File: src/hdl/rs_pkg.sv
// shared code constants, symbol types and GF(2^m) helpers
// for the erasure decoder input stage

package rs_pkg;

  //----------------------------------------------------------
  // code parameters
  //----------------------------------------------------------

  localparam int m         = 4;   // bits per symbol
  localparam int n         = 15;  // frame length in symbols
  localparam int check     = 4;   // number of check symbols
  localparam int irrpol    = 19;  // x^4 + x + 1
  localparam int genstart  = 0;   // first root exponent
  localparam int rootspace = 1;   // spacing between roots

  localparam int gf_n_max  = 2**m - 1; // multiplicative group order

  //----------------------------------------------------------
  // types
  //----------------------------------------------------------

  typedef logic [m-1:0] data_t;   // symbol, also address and count
  typedef logic         ptr_t;    // buffer bank select
  typedef logic [m-1:0] poly_t;   // locator coefficient

  typedef enum logic [1:0] {
    idle,
    build,
    hold
  } frame_state_t;

  //----------------------------------------------------------
  // field arithmetic
  //----------------------------------------------------------

  // alpha^power, walks the lfsr from 1
  function automatic data_t alpha_to(input int power);
    data_t acc;
    int    p;
    acc = data_t'(1);
    p   = power % gf_n_max;
    for (int i = 0; i < gf_n_max; i++) begin
      if (i < p) begin
        // multiply by x, reduce when the top bit falls out
        acc = acc[m-1] ? data_t'((acc << 1) ^ irrpol) : data_t'(acc << 1);
      end
    end
    return acc;
  endfunction

  // discrete log, zero maps to 0 but is never used as a log
  function automatic int index_of(input data_t a);
    int log_a;
    log_a = 0;
    for (int i = 0; i < gf_n_max; i++) begin
      if (alpha_to(i) == a) begin
        log_a = i;
      end
    end
    return log_a;
  endfunction

  // a * b through the log tables
  function automatic data_t gf_mult(input data_t a, input data_t b);
    if (a == '0 || b == '0) begin
      return '0;
    end
    return alpha_to(index_of(a) + index_of(b)); // exponent wraps inside alpha_to
  endfunction

endpackage
File: src/hdl/rs_eras_frontend.sv
`timescale 1ns/1ns

// top of the erasure decoder input stage

module rs_eras_frontend (
  input  logic          iclk,
  input  logic          iclkena,
  input  logic          ireset,
  input  logic          isop,
  input  logic          ival,
  input  logic          ieop,
  input  rs_pkg::data_t idat,
  input  logic          ieras,
  output logic          oresult_val,
  output rs_pkg::data_t osyndrome  [1:rs_pkg::check],
  output rs_pkg::poly_t oeras_poly [0:rs_pkg::check],
  output rs_pkg::data_t oeras_num,
  output logic          oeras_overflow,
  output logic          osop,
  output logic          oval,
  output logic          oeop,
  output rs_pkg::data_t odat
);

  import rs_pkg::*;

  //----------------------------------------------------------
  // internal nets
  //----------------------------------------------------------

  data_t ram_addr;        // write side
  ptr_t  ram_ptr;
  data_t ram_data;
  logic  ram_write;
  logic  syndrome_val;
  ptr_t  syndrome_ptr;
  data_t syndrome  [1:check];
  data_t eras_root [1:check];
  data_t eras_num;
  logic  loc_start;       // locator handshake
  data_t loc_count;
  logic  loc_done;
  poly_t poly      [0:check];
  logic  rd_en;           // replay side
  ptr_t  rd_ptr;
  data_t rd_addr;
  data_t rd_data;

  rs_eras_syndrome_count_root i_count (
    .iclk (iclk), .iclkena (iclkena), .ireset (ireset),
    .isop (isop), .ival (ival), .ieop (ieop), .idat (idat), .ieras (ieras),
    .ram_addr (ram_addr), .ram_ptr (ram_ptr), .ram_data (ram_data),
    .ram_write (ram_write), .syndrome_val (syndrome_val),
    .syndrome_ptr (syndrome_ptr), .syndrome (syndrome),
    .eras_root (eras_root), .eras_num (eras_num)
  );

  rs_frame_buffer i_buffer (
    .iclk (iclk), .iclkena (iclkena),
    .wr_en (ram_write), .wr_ptr (ram_ptr), .wr_addr (ram_addr), .wr_data (ram_data),
    .rd_en (rd_en), .rd_ptr (rd_ptr), .rd_addr (rd_addr), .rd_data (rd_data)
  );

  rs_eras_locator i_locator (
    .iclk (iclk), .iclkena (iclkena), .ireset (ireset),
    .loc_start (loc_start), .loc_count (loc_count), .eras_root (eras_root),
    .loc_done (loc_done), .poly (poly)
  );

  rs_frame_ctrl i_ctrl (
    .iclk (iclk), .iclkena (iclkena), .ireset (ireset),
    .syndrome_val (syndrome_val), .syndrome_ptr (syndrome_ptr), .syndrome (syndrome),
    .eras_num (eras_num), .loc_done (loc_done), .poly (poly), .rd_data (rd_data),
    .loc_start (loc_start), .loc_count (loc_count),
    .rd_en (rd_en), .rd_ptr (rd_ptr), .rd_addr (rd_addr),
    .oresult_val (oresult_val), .osyndrome (osyndrome), .oeras_poly (oeras_poly),
    .oeras_num (oeras_num), .oeras_overflow (oeras_overflow),
    .osop (osop), .oval (oval), .oeop (oeop), .odat (odat)
  );

endmodule

File: src/hdl/rs_frame_ctrl.sv
`timescale 1ns/1ns

// frame sequencing: locator start, result capture, buffer replay

module rs_frame_ctrl (
  input  logic          iclk,
  input  logic          iclkena,
  input  logic          ireset,
  input  logic          syndrome_val,
  input  rs_pkg::ptr_t  syndrome_ptr,
  input  rs_pkg::data_t syndrome   [1:rs_pkg::check],
  input  rs_pkg::data_t eras_num,
  input  logic          loc_done,
  input  rs_pkg::poly_t poly       [0:rs_pkg::check],
  input  rs_pkg::data_t rd_data,
  output logic          loc_start,
  output rs_pkg::data_t loc_count,
  output logic          rd_en,
  output rs_pkg::ptr_t  rd_ptr,
  output rs_pkg::data_t rd_addr,
  output logic          oresult_val,
  output rs_pkg::data_t osyndrome  [1:rs_pkg::check],
  output rs_pkg::poly_t oeras_poly [0:rs_pkg::check],
  output rs_pkg::data_t oeras_num,
  output logic          oeras_overflow,
  output logic          osop,
  output logic          oval,
  output logic          oeop,
  output rs_pkg::data_t odat
);

  import rs_pkg::*;

  frame_state_t state;
  ptr_t         rd_bank;  // bank under replay
  data_t        rd_cnt;   // next replay address
  logic         rd_busy;

  //----------------------------------------------------------
  // result FSM
  //----------------------------------------------------------

  assign loc_start = syndrome_val; // same tick as the syndromes
  assign loc_count = (eras_num > data_t'(check)) ? data_t'(check) : eras_num;

  always_ff @(posedge iclk or posedge ireset) begin
    if (ireset) begin
      state <= idle;
    end else if (iclkena) begin
      case (state)
        idle    : if (syndrome_val) state <= build;
        build   : if (loc_done) state <= hold;
        hold    : state <= syndrome_val ? build : idle;
        default : state <= idle;
      endcase
    end
  end

  assign oresult_val = (state == hold); // one tick after loc_done

  always_ff @(posedge iclk) begin
    if (iclkena) begin
      if (syndrome_val) begin
        osyndrome      <= syndrome;
        oeras_num      <= eras_num;
        oeras_overflow <= (eras_num > data_t'(check));
      end
      if (loc_done) begin
        oeras_poly <= poly;
      end
    end
  end

  //----------------------------------------------------------
  // replay, word 0 read on the syndrome_val tick
  //----------------------------------------------------------

  assign rd_en   = syndrome_val | rd_busy;
  assign rd_ptr  = syndrome_val ? syndrome_ptr : rd_bank;
  assign rd_addr = syndrome_val ? '0 : rd_cnt;
  assign odat    = rd_data;

  always_ff @(posedge iclk or posedge ireset) begin
    if (ireset) begin
      rd_busy <= 1'b0;
      rd_cnt  <= '0;
      rd_bank <= '0;
      oval    <= 1'b0;
      osop    <= 1'b0;
      oeop    <= 1'b0;
    end else if (iclkena) begin
      if (syndrome_val) begin
        rd_busy <= 1'b1;
        rd_cnt  <= data_t'(1);
        rd_bank <= syndrome_ptr;
      end else if (rd_busy) begin
        rd_cnt <= rd_cnt + 1'b1;
        if (rd_cnt == data_t'(n - 1)) begin
          rd_busy <= 1'b0; // last word issued
        end
      end
      // strobes ride one tick behind to match the ram read
      oval <= rd_en;
      osop <= syndrome_val;
      oeop <= rd_en & (rd_addr == data_t'(n - 1));
    end
  end

  // a new frame while the locator still runs breaks the input rule
  a_no_overrun : assert property (
    @(posedge iclk) disable iff (ireset)
    (iclkena && syndrome_val) |-> (state != build)
  ) else $error("frame ended while previous result still building");

endmodule

File: src/hdl/rs_eras_locator.sv
`timescale 1ns/1ns

// erasure locator builder
// poly = prod (1 + r*x), one root folded in per enabled cycle

module rs_eras_locator (
  input  logic          iclk,
  input  logic          iclkena,
  input  logic          ireset,
  input  logic          loc_start,
  input  rs_pkg::data_t loc_count,
  input  rs_pkg::data_t eras_root [1:rs_pkg::check],
  output logic          loc_done,
  output rs_pkg::poly_t poly      [0:rs_pkg::check]
);

  import rs_pkg::*;

  data_t root_q [1:check];  // local copy, consumed from index 1
  data_t step_cnt;          // roots still to fold in
  logic  busy;

  // done once the step counter has drained
  assign loc_done = busy & (step_cnt == '0);

  //----------------------------------------------------------
  // step control
  //----------------------------------------------------------

  always_ff @(posedge iclk or posedge ireset) begin
    if (ireset) begin
      busy     <= 1'b0;
      step_cnt <= '0;
    end else if (iclkena) begin
      if (loc_start) begin
        busy     <= 1'b1;
        step_cnt <= loc_count;
      end else if (busy) begin
        if (step_cnt == '0) begin
          busy <= 1'b0;
        end else begin
          step_cnt <= step_cnt - 1'b1;
        end
      end
    end
  end

  //----------------------------------------------------------
  // polynomial datapath
  //----------------------------------------------------------

  always_ff @(posedge iclk) begin
    if (iclkena) begin
      if (loc_start) begin
        for (int j = 0; j <= check; j++) begin
          poly[j] <= (j == 0) ? poly_t'(1) : '0; // start from 1
        end
        for (int i = 1; i <= check; i++) begin
          root_q[i] <= eras_root[i];
        end
      end else if (busy && step_cnt != '0) begin
        // p(x) * (1 + r*x), poly[0] stays 1
        for (int j = 1; j <= check; j++) begin
          poly[j] <= poly[j] ^ gf_mult(root_q[1], poly[j-1]);
        end
        for (int i = 1; i < check; i++) begin
          root_q[i] <= root_q[i+1]; // next root to the front
        end
        root_q[check] <= '0;
      end
    end
  end

  a_loc_count_max : assert property (
    @(posedge iclk) disable iff (ireset)
    (iclkena && loc_start) |-> (loc_count <= data_t'(check))
  ) else $error("locator asked for more roots than check symbols");

endmodule

File: src/hdl/rs_frame_buffer.sv
`timescale 1ns/1ns

// two bank symbol ram, one write port, registered read port

module rs_frame_buffer (
  input  logic          iclk,
  input  logic          iclkena,
  input  logic          wr_en,
  input  rs_pkg::ptr_t  wr_ptr,
  input  rs_pkg::data_t wr_addr,
  input  rs_pkg::data_t wr_data,
  input  logic          rd_en,
  input  rs_pkg::ptr_t  rd_ptr,
  input  rs_pkg::data_t rd_addr,
  output rs_pkg::data_t rd_data
);

  import rs_pkg::*;

  data_t mem [0:1][0:n-1]; // bank x address

  always_ff @(posedge iclk) begin
    if (iclkena && wr_en) begin
      mem[wr_ptr][wr_addr] <= wr_data;
    end
  end

  always_ff @(posedge iclk) begin
    if (iclkena && rd_en) begin
      rd_data <= mem[rd_ptr][rd_addr]; // data one enabled tick later
    end
  end

  // the ieop word lands while replay of its bank starts at word 0,
  // so only a same-word collision is a real hazard
  a_no_collision : assert property (
    @(posedge iclk)
    (iclkena && wr_en && rd_en) |-> !(wr_ptr == rd_ptr && wr_addr == rd_addr)
  ) else $error("read and write hit the same buffer word");

endmodule

File: src/hdl/rs_eras_syndrome_count_root.sv
`timescale 1ns/1ns

// syndromes, erasure roots and erasure count of one frame,
// plus the write stream into the frame buffer

module rs_eras_syndrome_count_root (
  input  logic          iclk,
  input  logic          iclkena,
  input  logic          ireset,
  input  logic          isop,
  input  logic          ival,
  input  logic          ieop,
  input  rs_pkg::data_t idat,
  input  logic          ieras,
  output rs_pkg::data_t ram_addr,
  output rs_pkg::ptr_t  ram_ptr,
  output rs_pkg::data_t ram_data,
  output logic          ram_write,
  output logic          syndrome_val,
  output rs_pkg::ptr_t  syndrome_ptr,
  output rs_pkg::data_t syndrome  [1:rs_pkg::check],
  output rs_pkg::data_t eras_root [1:rs_pkg::check],
  output rs_pkg::data_t eras_num
);

  import rs_pkg::*;

  data_t first_root_pos;   // root of the first symbol in the frame
  data_t rootspace_inv;    // alpha^-rootspace
  data_t eras_state;       // root of the last accepted symbol
  data_t eras_state_next;  // root of the symbol on idat now

  assign first_root_pos = alpha_to((rootspace * (n - 1)) % gf_n_max);
  assign rootspace_inv  = alpha_to((gf_n_max - (rootspace % gf_n_max)) % gf_n_max);

  assign eras_state_next = isop ? first_root_pos : gf_mult(eras_state, rootspace_inv);

  //----------------------------------------------------------
  // syndromes, horner form
  //----------------------------------------------------------

  always_ff @(posedge iclk or posedge ireset) begin
    if (ireset) begin
      syndrome_val <= 1'b0;
    end else if (iclkena) begin
      syndrome_val <= ival & ieop; // one tick after the last word
    end
  end

  always_ff @(posedge iclk) begin
    if (iclkena && ival) begin
      for (int i = 1; i <= check; i++) begin
        // s = s * root_i + d, restart on sop
        syndrome[i] <= isop ? idat :
          (idat ^ gf_mult(syndrome[i], alpha_to(((genstart + i - 1) * rootspace) % gf_n_max)));
      end
    end
  end

  //----------------------------------------------------------
  // erasure roots and count
  //----------------------------------------------------------

  always_ff @(posedge iclk) begin
    if (iclkena && ival) begin
      eras_state <= eras_state_next;
      for (int i = 1; i <= check; i++) begin
        if (isop) begin
          eras_root[i] <= (i == 1 && ieras) ? eras_state_next : '0; // fresh chain
        end else if (ieras) begin
          eras_root[i] <= (i == 1) ? eras_state_next : eras_root[i-1]; // newest first
        end
      end
      if (isop) begin
        eras_num <= data_t'(ieras);
      end else if (ieras) begin
        eras_num <= eras_num + 1'b1;
      end
    end
  end

  //----------------------------------------------------------
  // buffer write stream, one tick behind the input
  //----------------------------------------------------------

  always_ff @(posedge iclk or posedge ireset) begin
    if (ireset) begin
      ram_write <= 1'b0;
      ram_ptr   <= '0;
    end else if (iclkena) begin
      ram_write <= ival;
      if (ival && isop) begin
        ram_ptr <= ~ram_ptr; // new bank per frame
      end
    end
  end

  always_ff @(posedge iclk) begin
    if (iclkena && ival) begin
      ram_data <= idat;
      ram_addr <= isop ? '0 : ram_addr + 1'b1;
    end
  end

  // the last word is still being written when syndrome_val is up,
  // so the write pointer already names the finished bank
  assign syndrome_ptr = ram_ptr;

  // counter may not step past a full frame of erasures
  a_eras_num_max : assert property (
    @(posedge iclk) disable iff (ireset)
    (iclkena && ival && !isop && ieras) |-> (eras_num < data_t'(n))
  ) else $error("erasure count overflows frame length");

endmodule

File: config.mk
export PLATFORM = sky130hd
export DESIGN_NAME = rs_eras_frontend
export DESIGN_NICKNAME = d
export VERILOG_FILES = /design/src/hdl/rs_pkg.sv /design/src/hdl/rs_eras_frontend.sv /design/src/hdl/rs_frame_ctrl.sv /design/src/hdl/rs_eras_locator.sv /design/src/hdl/rs_frame_buffer.sv /design/src/hdl/rs_eras_syndrome_count_root.sv
export SDC_FILE = /design/constraint.sdc
export NUM_CORES = 1
export LEC_CHECK = 0
export CORE_UTILIZATION = 50
export DETAILED_ROUTE_END_ITERATION = 8
export DONT_BUFFER_PORTS = 1
export PLACE_DENSITY = 0.68
export SKIP_CTS_REPAIR_TIMING = 1
export SYNTH_ARGS = -nofsm -noshare
export SYNTH_HDL_FRONTEND = slang
export SYNTH_HIERARCHICAL = 1
export SYNTH_SLANG_ARGS = --single-unit
File: constraint.sdc
create_clock -name iclk -period 7.13 [get_ports iclk]
set_input_delay 1.0695 -clock iclk [delete_from_list [all_inputs] [get_ports iclk]]
set_output_delay 1.0695 -clock iclk [all_outputs]
set_load 0.01 [all_outputs]
-- Yosys cells after proc, flatten, opt, wreduce, memory -nomap -nowiden
Memories as Yosys holds them, arrays and structs flattened.
Index checks and enable logic that the tools add are counted.
- mux-type cells: 1494
- add/subtract/negate cells: 13
- div/mod/pow operators: 9
- bitwise logic cells: 264
- reductions and logical operators: 39
- $lt $le $gt $ge: 139
- equality and inequality tests: 259
- operator list (kind ; number):
    $mux 32 ; 167
    $mux 4 ; 952
    $lt 5x32->1 const A ; 63
    $lt 4x32->1 const A ; 36
    $eq 4x4->1 ; 210
    $lt 3x32->1 const A ; 18
    $mux 2 ; 274
    $not 2->2 ; 245
    $add 32x32->32 ; 9
    $lt 1x32->1 const A ; 9
    $lt 2x32->1 const A ; 9
    $mod 32x5->32 const B ; 9
    $eq 4x1->1 const B ; 28
    $mux 3 ; 36
    $eq 4x4->1 const B ; 16
    $mux 1 ; 60
    $mux 60 ; 1
    $logic_not 4->1 ; 13
    $xor 4x4->4 ; 8
    $bmux 4 s4 ; 1
    $demux 4 s4 ; 1
    $mux 16 ; 1
    $add 4x1->4 const B ; 3
    $reduce_and 2->1 ; 6
    19 further kinds ; 42
- input port bits: 11
- logic and storage cells: 2259
- memory bits (writable): 136
- register bits: 124
- memories kept: 2
- memories (name ; words ; bits a word ; read ports ; clocked after memory_dff ; write ports ; RTL line ; RTL):
    i_buffer.mem ; 2 ; 60 ; 1 ; 0 ; 1 ; rs_frame_buffer.sv:20 ; data_t mem [0:1][0:n-1];
    i_locator.root_q ; 4 ; 4 ; 4 ; 0 ; 4 ; rs_eras_locator.sv:19 ; data_t root_q [1:check];

-- Logic depth before layout (Yosys ltp)
Gate-level depths: netlist of run 1.
An unclocked memory read counts as a cell.
- depth in word-level cells: 203
- mapped depth: 36
- gate-level depth less buffers: 34

-- By module
The synthesis of run 1 kept the hierarchy.
- modules (own cells, without submodules) (module ; area an instance (um2) ; times used ; cells an instance):
    rs_eras_syndrome_count_root ; 8220.4 ; 1 ; 1093
    rs_eras_locator ; 7888.8 ; 1 ; 1078
    rs_frame_buffer ; 4971.0 ; 1 ; 258
    rs_frame_ctrl ; 1915.6 ; 1 ; 114

-- Least setup slack after synthesis of run 1
No wires, ideal clock.
- path kind: register to register
- start point: register, netlist name i_locator/root_q[0][0]
- end point: register i_locator/poly[3] in the netlist's numbering, data pin
- arrival: 7.203 ns
- path slack: -0.335 ns
- stages on the path, launching flop included: 32
- setup time: 0.262 ns
- cell sequence: edfxtp_1 -> clkbuf_1 -> buf_2 -> nand2_1 -> o21ai_0 -> inv_1 -> fa_1 -> xor2_2 -> ha_1 -> clkbuf_1 -> a31oi_1 -> nor2_1 -> a21boi_1 -> or2_2 -> ha_1 -> nand3_1 -> o21ai_0 -> a2111oi_4 -> or2_2 -> a31oi_1 -> ha_1 -> clkbuf_1 -> xor2_1 -> o221ai_1 -> a21oi_1 -> or3b_1 -> o211ai_2 -> xnor2_1 -> o311ai_2 -> o22ai_1 -> a21oi_1 -> mux2_1
- RTL lines (item ; RTL line ; RTL):
    end signal: indexed assignment ; rs_eras_locator.sv:56 ; poly[j] <= (j == 0) ? poly_t'(1) : '0;
    end signal: indexed assignment ; rs_eras_locator.sv:64 ; poly[j] <= poly[j] ^ gf_mult(root_q[1], poly[j-1]);
    end: declaration ; rs_eras_locator.sv:14 ; output rs_pkg::poly_t poly [0:rs_pkg::check]

-- Worst setup path in the final report of run 1
- start point: register i_count/syndrome[2] in the netlist's numbering
- end point: register i_count/syndrome[0] in the netlist's numbering, data pin
- longest elaborated chain between the ends: 76
- RTL lines (item ; RTL line ; RTL):
    start: declaration ; rs_eras_syndrome_count_root.sv:21 ; output rs_pkg::data_t syndrome [1:rs_pkg::check],
    start signal: indexed assignment ; rs_eras_syndrome_count_root.sv:54 ; syndrome[i] <= isop ? idat :
    $eq 4x4->1 ; rs_pkg.sv:57 ; if (alpha_to(i) == a) begin
    $mux 1 ; rs_pkg.sv:57 ;
    $mux 2 (2 in series) ; rs_pkg.sv:57 ;
    $mux 3 (4 in series) ; rs_pkg.sv:57 ;
    $mux 4 (7 in series) ; rs_pkg.sv:57 ;
    $mux 32 ; rs_pkg.sv:69 ; return alpha_to(index_of(a) + index_of(b));
    $mux 32 ; rs_eras_syndrome_count_root.sv:51 ; if (iclkena && ival) begin
    $add 32x32->32 ; rs_pkg.sv:69 ;
    [... 50 more ...] ; -- ;
    $mux 4 (on tied branches) ; rs_pkg.sv:44, rs_pkg.sv:69 ;
    $mux 4 (on tied branches) ; rs_pkg.sv:69, rs_eras_syndrome_count_root.sv:51 ;
    $mux 4 / $mux 2 (equally long branches) ; rs_eras_syndrome_count_root.sv:51, rs_pkg.sv:46 ;
    $mux 4 ; rs_pkg.sv:44 ; if (i < p) begin
    $mux 4 * ; rs_pkg.sv:69 ;
    $mux 4 * ; rs_eras_syndrome_count_root.sv:51 ;
    $xor 4x4->4 * ; rs_eras_syndrome_count_root.sv:55 ; (idat ^ gf_mult(syndrome[i], alpha_to(((genstart + i - 1) * rootspace) % gf_n_max)));
    $mux 4 * ; rs_eras_syndrome_count_root.sv:54 ;
Mark *: on every way between the ends. The rest lies on a longest branch, timed or not. The select of a mux whose other input is x is not followed.
A chain may end at the register's enable or synchronous reset.

==> reports/metrics.csv, run 1 <==
metric,value,unit
setup_violations,0,
gp_congestion,0.9312,
grt_pass1_vias,19110,
drive_gt1_share,21.27,%
final_nets,2745,
max_slew.worst_pin.slew,1160,ps
wl,60670,µm
via_count,20760,
n_antenna_cell,0,
slowest_stage,edfxtp_1,
required,7430,ps
clk_pin_slew_worst_paths,60,ps
synth_cell_types,146,
post-dp-hpwl,43340,µm
setup_tns,0,ps
chipWidth,216.5,µm
ff2ff_path_depth,34,
critPathLaunchType,flop,
routedWlPerCell,18.45,µm
slew_headroom,22.69,%
ys_warn_count,6,
drv_cap,0,
fill_cells,3831,
status,completed,
finalCritPeriodShare,97.32,%
yosys_register_bits,264,
ioPinCount,60,
fin_skew,29.82,ps
coreArea,45380,µm²
clk_path_buf_depth,3,
grt_start_max_net_pins,45,
post-route-util,58.51,%
drc,0,
cts_tree,built,
die_y,216.5,µm
seq_area_frac_synth,34.06,%
drtAntennaViolNets,0,
hold_slack,266.9,ps
first_pass_iters,6,
synthTopCellsByCount,"268 x nor2_1, 245 x edfxtp_1, 191 x nand2_1",
postSynthCellCount,2543,
path_max_fanout,7,
regArea,7833,µm²
layoutNonFillerInstCount,3289,
multiInputGateArea,14960,µm²
yosysTopAreaCell,edfxtp_1,
cts_buffers,28,
ctsHtreeMaxLevel,1,
yosysTopAreaCellShare,31.99,%
crit_top_cell,nand2_1,
fmax,144.1,MHz
async_flop_share,7.197,%
drtIter0Drc,1928,
clock_latency,580,ps
cts-root-buf,clkbuf_16,
area_growth,15.46,%
synth_flop_cell,edfxtp_1,
slew_violations,0,
min_path_type,primary input to async pin,
synth-edff-count,245,
grt_overflow_total,0,
start_util,50.67,%
fin_crit,6939,ps
yosys-top-cells-area,"edfxtp_1 32%, nor2_1 4.4%, ha_1 3.5%",
crit_type,flop to flop,
die-area,46850,µm²
yosysMostFrequentCell,nor2_1,
cp-end-kind,flop,
critPathMaxStageDelay,470,ps
hold_viol,0,
grt_pass1_wl,95800,µm
vias_per_cell,6.313,
crit_arrival,7240,ps
port_buffers,0,
rsz0062_at_grt,true,
grt_use_total,24.17,%
num_rows,78,
dp.cells,3178,
antenna_found_initial,0,
netlist_area,23000,µm²
synth.avg_cell_area,9.043,µm²
cts_sinks,264,
layout by cell type, fill, tap and decap left out, types with 28 or more instances in the layout:
cell type	instances
nor2_1	258
edfxtp_1	245
buf_4	207
nand2_1	186
a21oi_1	150
inv_1	119
o21ai_0	103
nand3_1	65
nor3_1	58
xnor2_1	52
a31oi_1	51
nor2b_1	50
ha_1	48
nand2b_1	45
mux2i_1	42
and2_1	36
o21ai_1	32
o211ai_1	31
a21o_1	31
o22ai_1	30
clkbuf_16	29
xor2_1	28
routing by layer:
metal,vias to the layer above,GRT usage (%),share of wire (%)
met3,86,2.470,5.1
met2,673,41.77,49
met1,9987,32.81,44
met5,-,0,0
met4,0,4.718,1.8
li1,10020,-,-
logic make-up (layout without fill, tap and decap cells):
logic type	count (synthesis)	in the layout	synth area share, %
AOI/OAI and AO/OA	853	853	27.16
xor gates and xnor gates	90	90	3.558
adders and majority gates	67	67	3.743
buffers and inverters	247	391	4.821
DFF	264	264	34.06
muxes	108	108	6.453
other	3	5	0.04897
and+or+nand+nor	911	911	20.15
flip-flops by register name, indices dropped and copies added, names as in the netlist, 2 cells and up:
register and cells:
i_ctrl/rd_cnt 4, i_count/eras_root 16, i_locator/root_q 16, i_locator/step_cnt 4
i_count/eras_num 4, i_ctrl/oeras_num 4, i_buffer/rd_data 4, i_count/ram_addr 4
i_count/syndrome 16, i_ctrl/state 2, i_count/ram_data 4, i_locator/poly 16
i_count/eras_state 4, i_buffer/mem 120, i_ctrl/osyndrome 16, i_ctrl/oeras_poly 20
worst max-delay path: cells and delay by family (launching register included):
family | cells | cell delay [ps]
simple gates | 12 | 2030
flops | 1 | 470
mux | 1 | 280
xor+xnor | 2 | 400
fa+ha+maj | 4 | 1050
buf+inv | 4 | 530
compound gates | 11 | 1930
area by class of cell:
type / count / share of cell area (%)
tap: 600 / 2.827
clock inverter: 10 / 0.3864
clock buffer: 42 / 3.105
inverter: 128 / 1.828
multi-input combinational: 2034 / 56.33
timing repair buffer: 211 / 6.022
sequential: 264 / 29.50
per-stage QoR:
stage,setup slack (ps),cell area (µm²)
after floorplan,0.6435,23080
after global placement,68.97,24340
after detailed placement,-69.07,24340
after CTS,-83.79,25260
after global routing,-125.7,26550
final,190.7,26550
final timing paths:
| kind | from | to | slack (ps) |
|---|---|---|---|
| max reg2reg | i_count/syndrome[2] | i_count/syndrome[0] | 190 |
| min reg2reg | i_locator/poly[0] | i_ctrl/oeras_poly[0] | 490 |
| max | i_count/syndrome[2] | i_count/syndrome[0] | 190 |
| min | ireset | i_count/ram_ptr | 270 |
| min in group iclk | i_locator/poly[0] | i_ctrl/oeras_poly[0] | 490 |
| max in group asynchronous | ireset | i_ctrl/state[1] | 6360 |
Power of run 1 is not shown: default switching activity piles up to over one toggle a cycle in this logic, so the estimate is an artifact.
==> run 2, diff against run 1 <==
--- a/config.mk
+++ b/config.mk
@@ -9,5 +9,4 @@
 export DETAILED_ROUTE_END_ITERATION = 8
 export DONT_BUFFER_PORTS = 1
-export PLACE_DENSITY = 0.68
 export SKIP_CTS_REPAIR_TIMING = 1
 export SYNTH_ARGS = -nofsm -noshare
==> constraint.sdc (replaced) <==
create_clock -name iclk -period 8.5 [get_ports iclk]
set_input_delay 1.275 -clock iclk [delete_from_list [all_inputs] [get_ports iclk]]
set_output_delay 1.275 -clock iclk [all_outputs]
set_load 0.02 [all_outputs]
==> reports/metrics.csv, run 2 (same netlist as run 1, synthesis figures left out) <==
metric,value,unit
status,completed,
required,8840,ps
clk_pin_slew_worst_paths,70,ps
clk_path_buf_depth,3,
fin_skew,31.11,ps
setup_violations,0,
fin_crit,8021,ps
crit_arrival,8360,ps
path_max_fanout,9,
grt_pass1_wl,94830,µm
final_common_cell,nor2_1,
wl,58030,µm
final_nets,2576,
post-route-util,54.21,%
critPathMaxStageDelay,490,ps
n_antenna_cell,0,
slew_violations,0,
grt_use_total,24.11,%
clock_latency,590,ps
crit_family,compound AO/OA/AOI/OAI gates,
ioPinCount,60,
ctsHtreeMaxLevel,1,
drtAntennaViolNets,0,
die_y,216.5,µm
drive_gt1_share,11.74,%
grt_start_max_net_pins,46,
slowest_stage,edfxtp_1,
chipWidth,216.5,µm
first_pass_iters,6,
crit_type,flop to flop,
cp_num_buf_inv,5,
grt_pass1_vias,18460,
cts_sinks,264,
ff2ff_path_depth,34,
drc,0,
area_growth,6.975,%
drv_cap,0,
slew_headroom,20.56,%
cp-end-kind,flop,
antenna_found_initial,1,
postLayoutCellArea,24600,µm²
grt_overflow_total,0,
coreArea,45380,µm²
min_path_type,primary input to async pin,
critPathLaunchType,flop,
fmax,124.7,MHz
die-area,46850,µm²
timing.rr.end,i_locator/poly[10],
final_cell_mix,"267 x nor2_1, 245 x edfxtp_1, 191 x nand2_1, 158 x a21oi_1, 123 x inv_1",
post-dp-hpwl,41970,µm
start_util,50.67,%
top_regs,"i_buffer/mem (120), i_ctrl/oeras_poly (20)",
vias_per_cell,6.420,
r2r_start,i_locator/root_q[0][1],
cts-root-buf,clkbuf_16,
routedWlPerCell,18.59,µm
via_count,20040,
finalCritPeriodShare,94.37,%
max_slew.worst_pin.slew,1192,ps
gp_congestion,0.9383,
rrSetupSlack,480,ps
cts_buffers,29,
largest_reg_flops,120,
place_area,23330,µm²
top_register,i_buffer/mem,
num_rows,78,
drtIter0Drc,1724,
port_buffers,0,
hold_viol,0,
cts_tree,built,
[run 2: how the worst max path moves through the flow]
stage / slack [ps] / cells after the start / to / from
floorplan: 1040 / 31 / i_locator/poly[3] / i_locator/root_q[0][0]
global placement: 440 / 32 / i_locator/poly[5] / i_locator/root_q[0][2]
detailed placement: 160 / 31 / i_locator/poly[5] / i_locator/root_q[0][2]
CTS: 140 / 31 / i_locator/poly[5] / i_locator/root_q[0][1]
global route: -30 / 32 / i_locator/poly[5] / i_locator/root_q[0][1]
finish: 480 / 34 / i_locator/poly[10] / i_locator/root_q[0][1]
[run 2: worst reg2reg max path, delay by kind of cell, from the launching register on]
kind | cells | cell delay [ps]
AO/OA/AOI/OAI | 12 | 2420
adder cells (fa/ha/maj) | 5 | 1640
AND/OR/NAND/NOR | 6 | 950
multiplexers | 3 | 940
buffers and inverters | 5 | 770
XOR/XNOR | 3 | 550
flip-flops | 1 | 490
[run 2: cell type report]
| cell class | count | area, µm² |
|---|---|---|
| Multi-Input combinational cell | 2034 | 14190 |
| Inverter | 128 | 480.5 |
| Tap cell | 600 | 750.7 |
| Fill cell | 4022 | 20780 |
| Clock buffer | 34 | 754.5 |
| Sequential cell | 264 | 7833 |
| Timing Repair Buffer | 41 | 302.8 |
| Clock inverter | 20 | 292.8 |
[run 2: layer usage]
layer	wire length [µm]	GRT usage [%]	vias up
li1	-	-	9673
met1	26670	34.11	9651
met2	27390	39.56	621
met3	2712	2.316	91
met4	1258	6.080	0
met5	0	0	-
[run 2: metrics by stage]
step | hold slack [ps] | std cells | setup TNS, ps | worst slack, ps
finish | 452.6 | 3121 | 0 | 478.9
global route | 440.2 | 3121 | -47.36 | -29.36
CTS | 425.9 | 3107 | 0 | 136.0
detailed placement | 476.5 | 3053 | 0 | 164.6
global placement | 467.9 | 3053 | 0 | 438.5
floorplan | 420.6 | 2545 | 0 | 1035
Power of run 2 is left out for the same reason.
==> run 3, diff against run 2 <==
PLACE_DENSITY = 0.68   (was not set)
RECOVER_POWER = 100   (was not set)
clock period = 7.1 ns   (was 8.5 ns; I/O delays follow)
==> reports/metrics.csv, run 3 (same netlist as run 1, synthesis figures left out) <==
metric,value,unit
fmax,144.2,MHz
drtIter0Drc,2144,
post-dp-hpwl,43500,µm
slew_violations,80,
final_common_cell,nor2_1,
drive_gt1_share,20.22,%
cts_sinks,264,
crit_arrival,7280,ps
ioPinCount,60,
vias_per_cell,6.421,
fin_skew,28.85,ps
crit_type,flop to flop,
antenna_found_initial,0,
start_util,50.67,%
cts-root-buf,clkbuf_16,
clk_path_buf_depth,3,
violations,"capacitance limit, slew limit",
hold_viol,0,
routedWlPerCell,18.71,µm
ctsHtreeMaxLevel,1,
cts_buffers,29,
first_pass_iters,6,
grt_pass1_wl,97650,µm
min_path_type,primary input to async pin,
grt_pass1_vias,19250,
crit_path_end,i_locator/poly[9],
area_growth,14.85,%
top_regs,"i_buffer/mem (120), i_ctrl/oeras_poly (20)",
drv_cap,3,
timing.rr.end,i_locator/poly[9],
r2r_start,i_locator/root_q[0][2],
final_cell_mix,"261 x nor2_1, 245 x edfxtp_1, 186 x nand2_1, 186 x buf_4, 148 x a21oi_1",
cts_tree,built,
top_register,i_buffer/mem,
critPathMaxStageDelay,510,ps
grt_start_max_net_pins,45,
rsz0062_at_grt,true,
status,finished with violations,
ff2ff_path_depth,31,
fin_crit,6936,ps
coreArea,45380,µm²
num_rows,78,
via_count,21130,
critPathLaunchType,flop,
path_max_fanout,8,
port_buffers,0,
n_antenna_cell,0,
clock_latency,590,ps
setup_violations,0,
crit_start,i_locator/root_q[0][2],
pre_cts_slack,-116.8,ps
drtAntennaViolNets,0,
drc,0,
chipWidth,216.5,µm
die-area,46850,µm²
cp-end-kind,flop,
max_slew.worst_pin.slew,2051,ps
clk_pin_slew_worst_paths,60,ps
die_y,216.5,µm
largest_reg_flops,120,
grt_overflow_total,0,
rrSetupSlack,160,ps
layout_setup_ws,163.7,ps
wl,61560,µm
final_nets,2745,
slowest_stage,edfxtp_1,
gp_congestion,0.9355,
slew_headroom,-36.70,%
finalCritPeriodShare,97.69,%
required,7440,ps
grt_use_total,24.63,%
## run 3: worst min path at each step
| stage | endpoint | slack (ps) | cells after the start |
|---|---|---|---|
| after floorplan | i_ctrl/osyndrome[3] | 420 | 0 |
| after global placement | i_ctrl/oeras_poly[0] | 460 | 0 |
| after detailed placement | i_ctrl/oeras_poly[0] | 480 | 0 |
| after CTS | i_count/ram_write | 200 | 1 |
| after global routing | i_count/ram_write | 220 | 1 |
| final | i_count/ram_write | 240 | 1 |
## run 3: cell type report
| cell class | count | area, µm² |
|---|---|---|
| clock buffer | 32 | 737.0 |
| clock inverter | 22 | 142.6 |
| fill | 3919 | 18970 |
| inverter | 128 | 490.5 |
| multi-input combinational | 2034 | 14930 |
| sequential | 264 | 7833 |
| tap | 600 | 750.7 |
| timing repair buffer | 210 | 1528 |
## run 3: stage by stage
stage	utilization (%)	hold slack [ps]	cells	TNS (ps)	area, µm²
3_3_place_gp	53.74	459.0	3183	0	24390
6_report	58.20	237.7	3290	0	26410
3_5_place_dp	53.74	476.2	3183	-475.3	24390
5_1_grt	58.20	224.9	3290	-1148	26410
4_1_cts	55.68	201.5	3237	-645.6	25270
2_1_floorplan	-	420.6	2545	-29.36	23080
## run 3: critical path, delay by kind of cell (launching register included)
family	cells	cell delay, ps
AOI/OAI and AO/OA	11	2250
xor gates and xnor gates	3	520
adders and majority gates	4	1130
buffers and inverters	2	240
DFF	1	510
muxes	2	630
and+or+nand+nor	9	1410
## run 3: per-layer routing
layer | vias to the layer above | part of all wire, % | wire [µm] | track usage, %
met1 | 10220 | 44 | 27150 | 33.86
met4 | 0 | 2.6 | 1594 | 6.901
met2 | 765 | 48 | 29500 | 41.39
li1 | 10040 | - | - | -
met3 | 105 | 5.4 | 3309 | 2.175
met5 | - | 0 | 0 | 0
Power of run 3 is left out for the same reason.
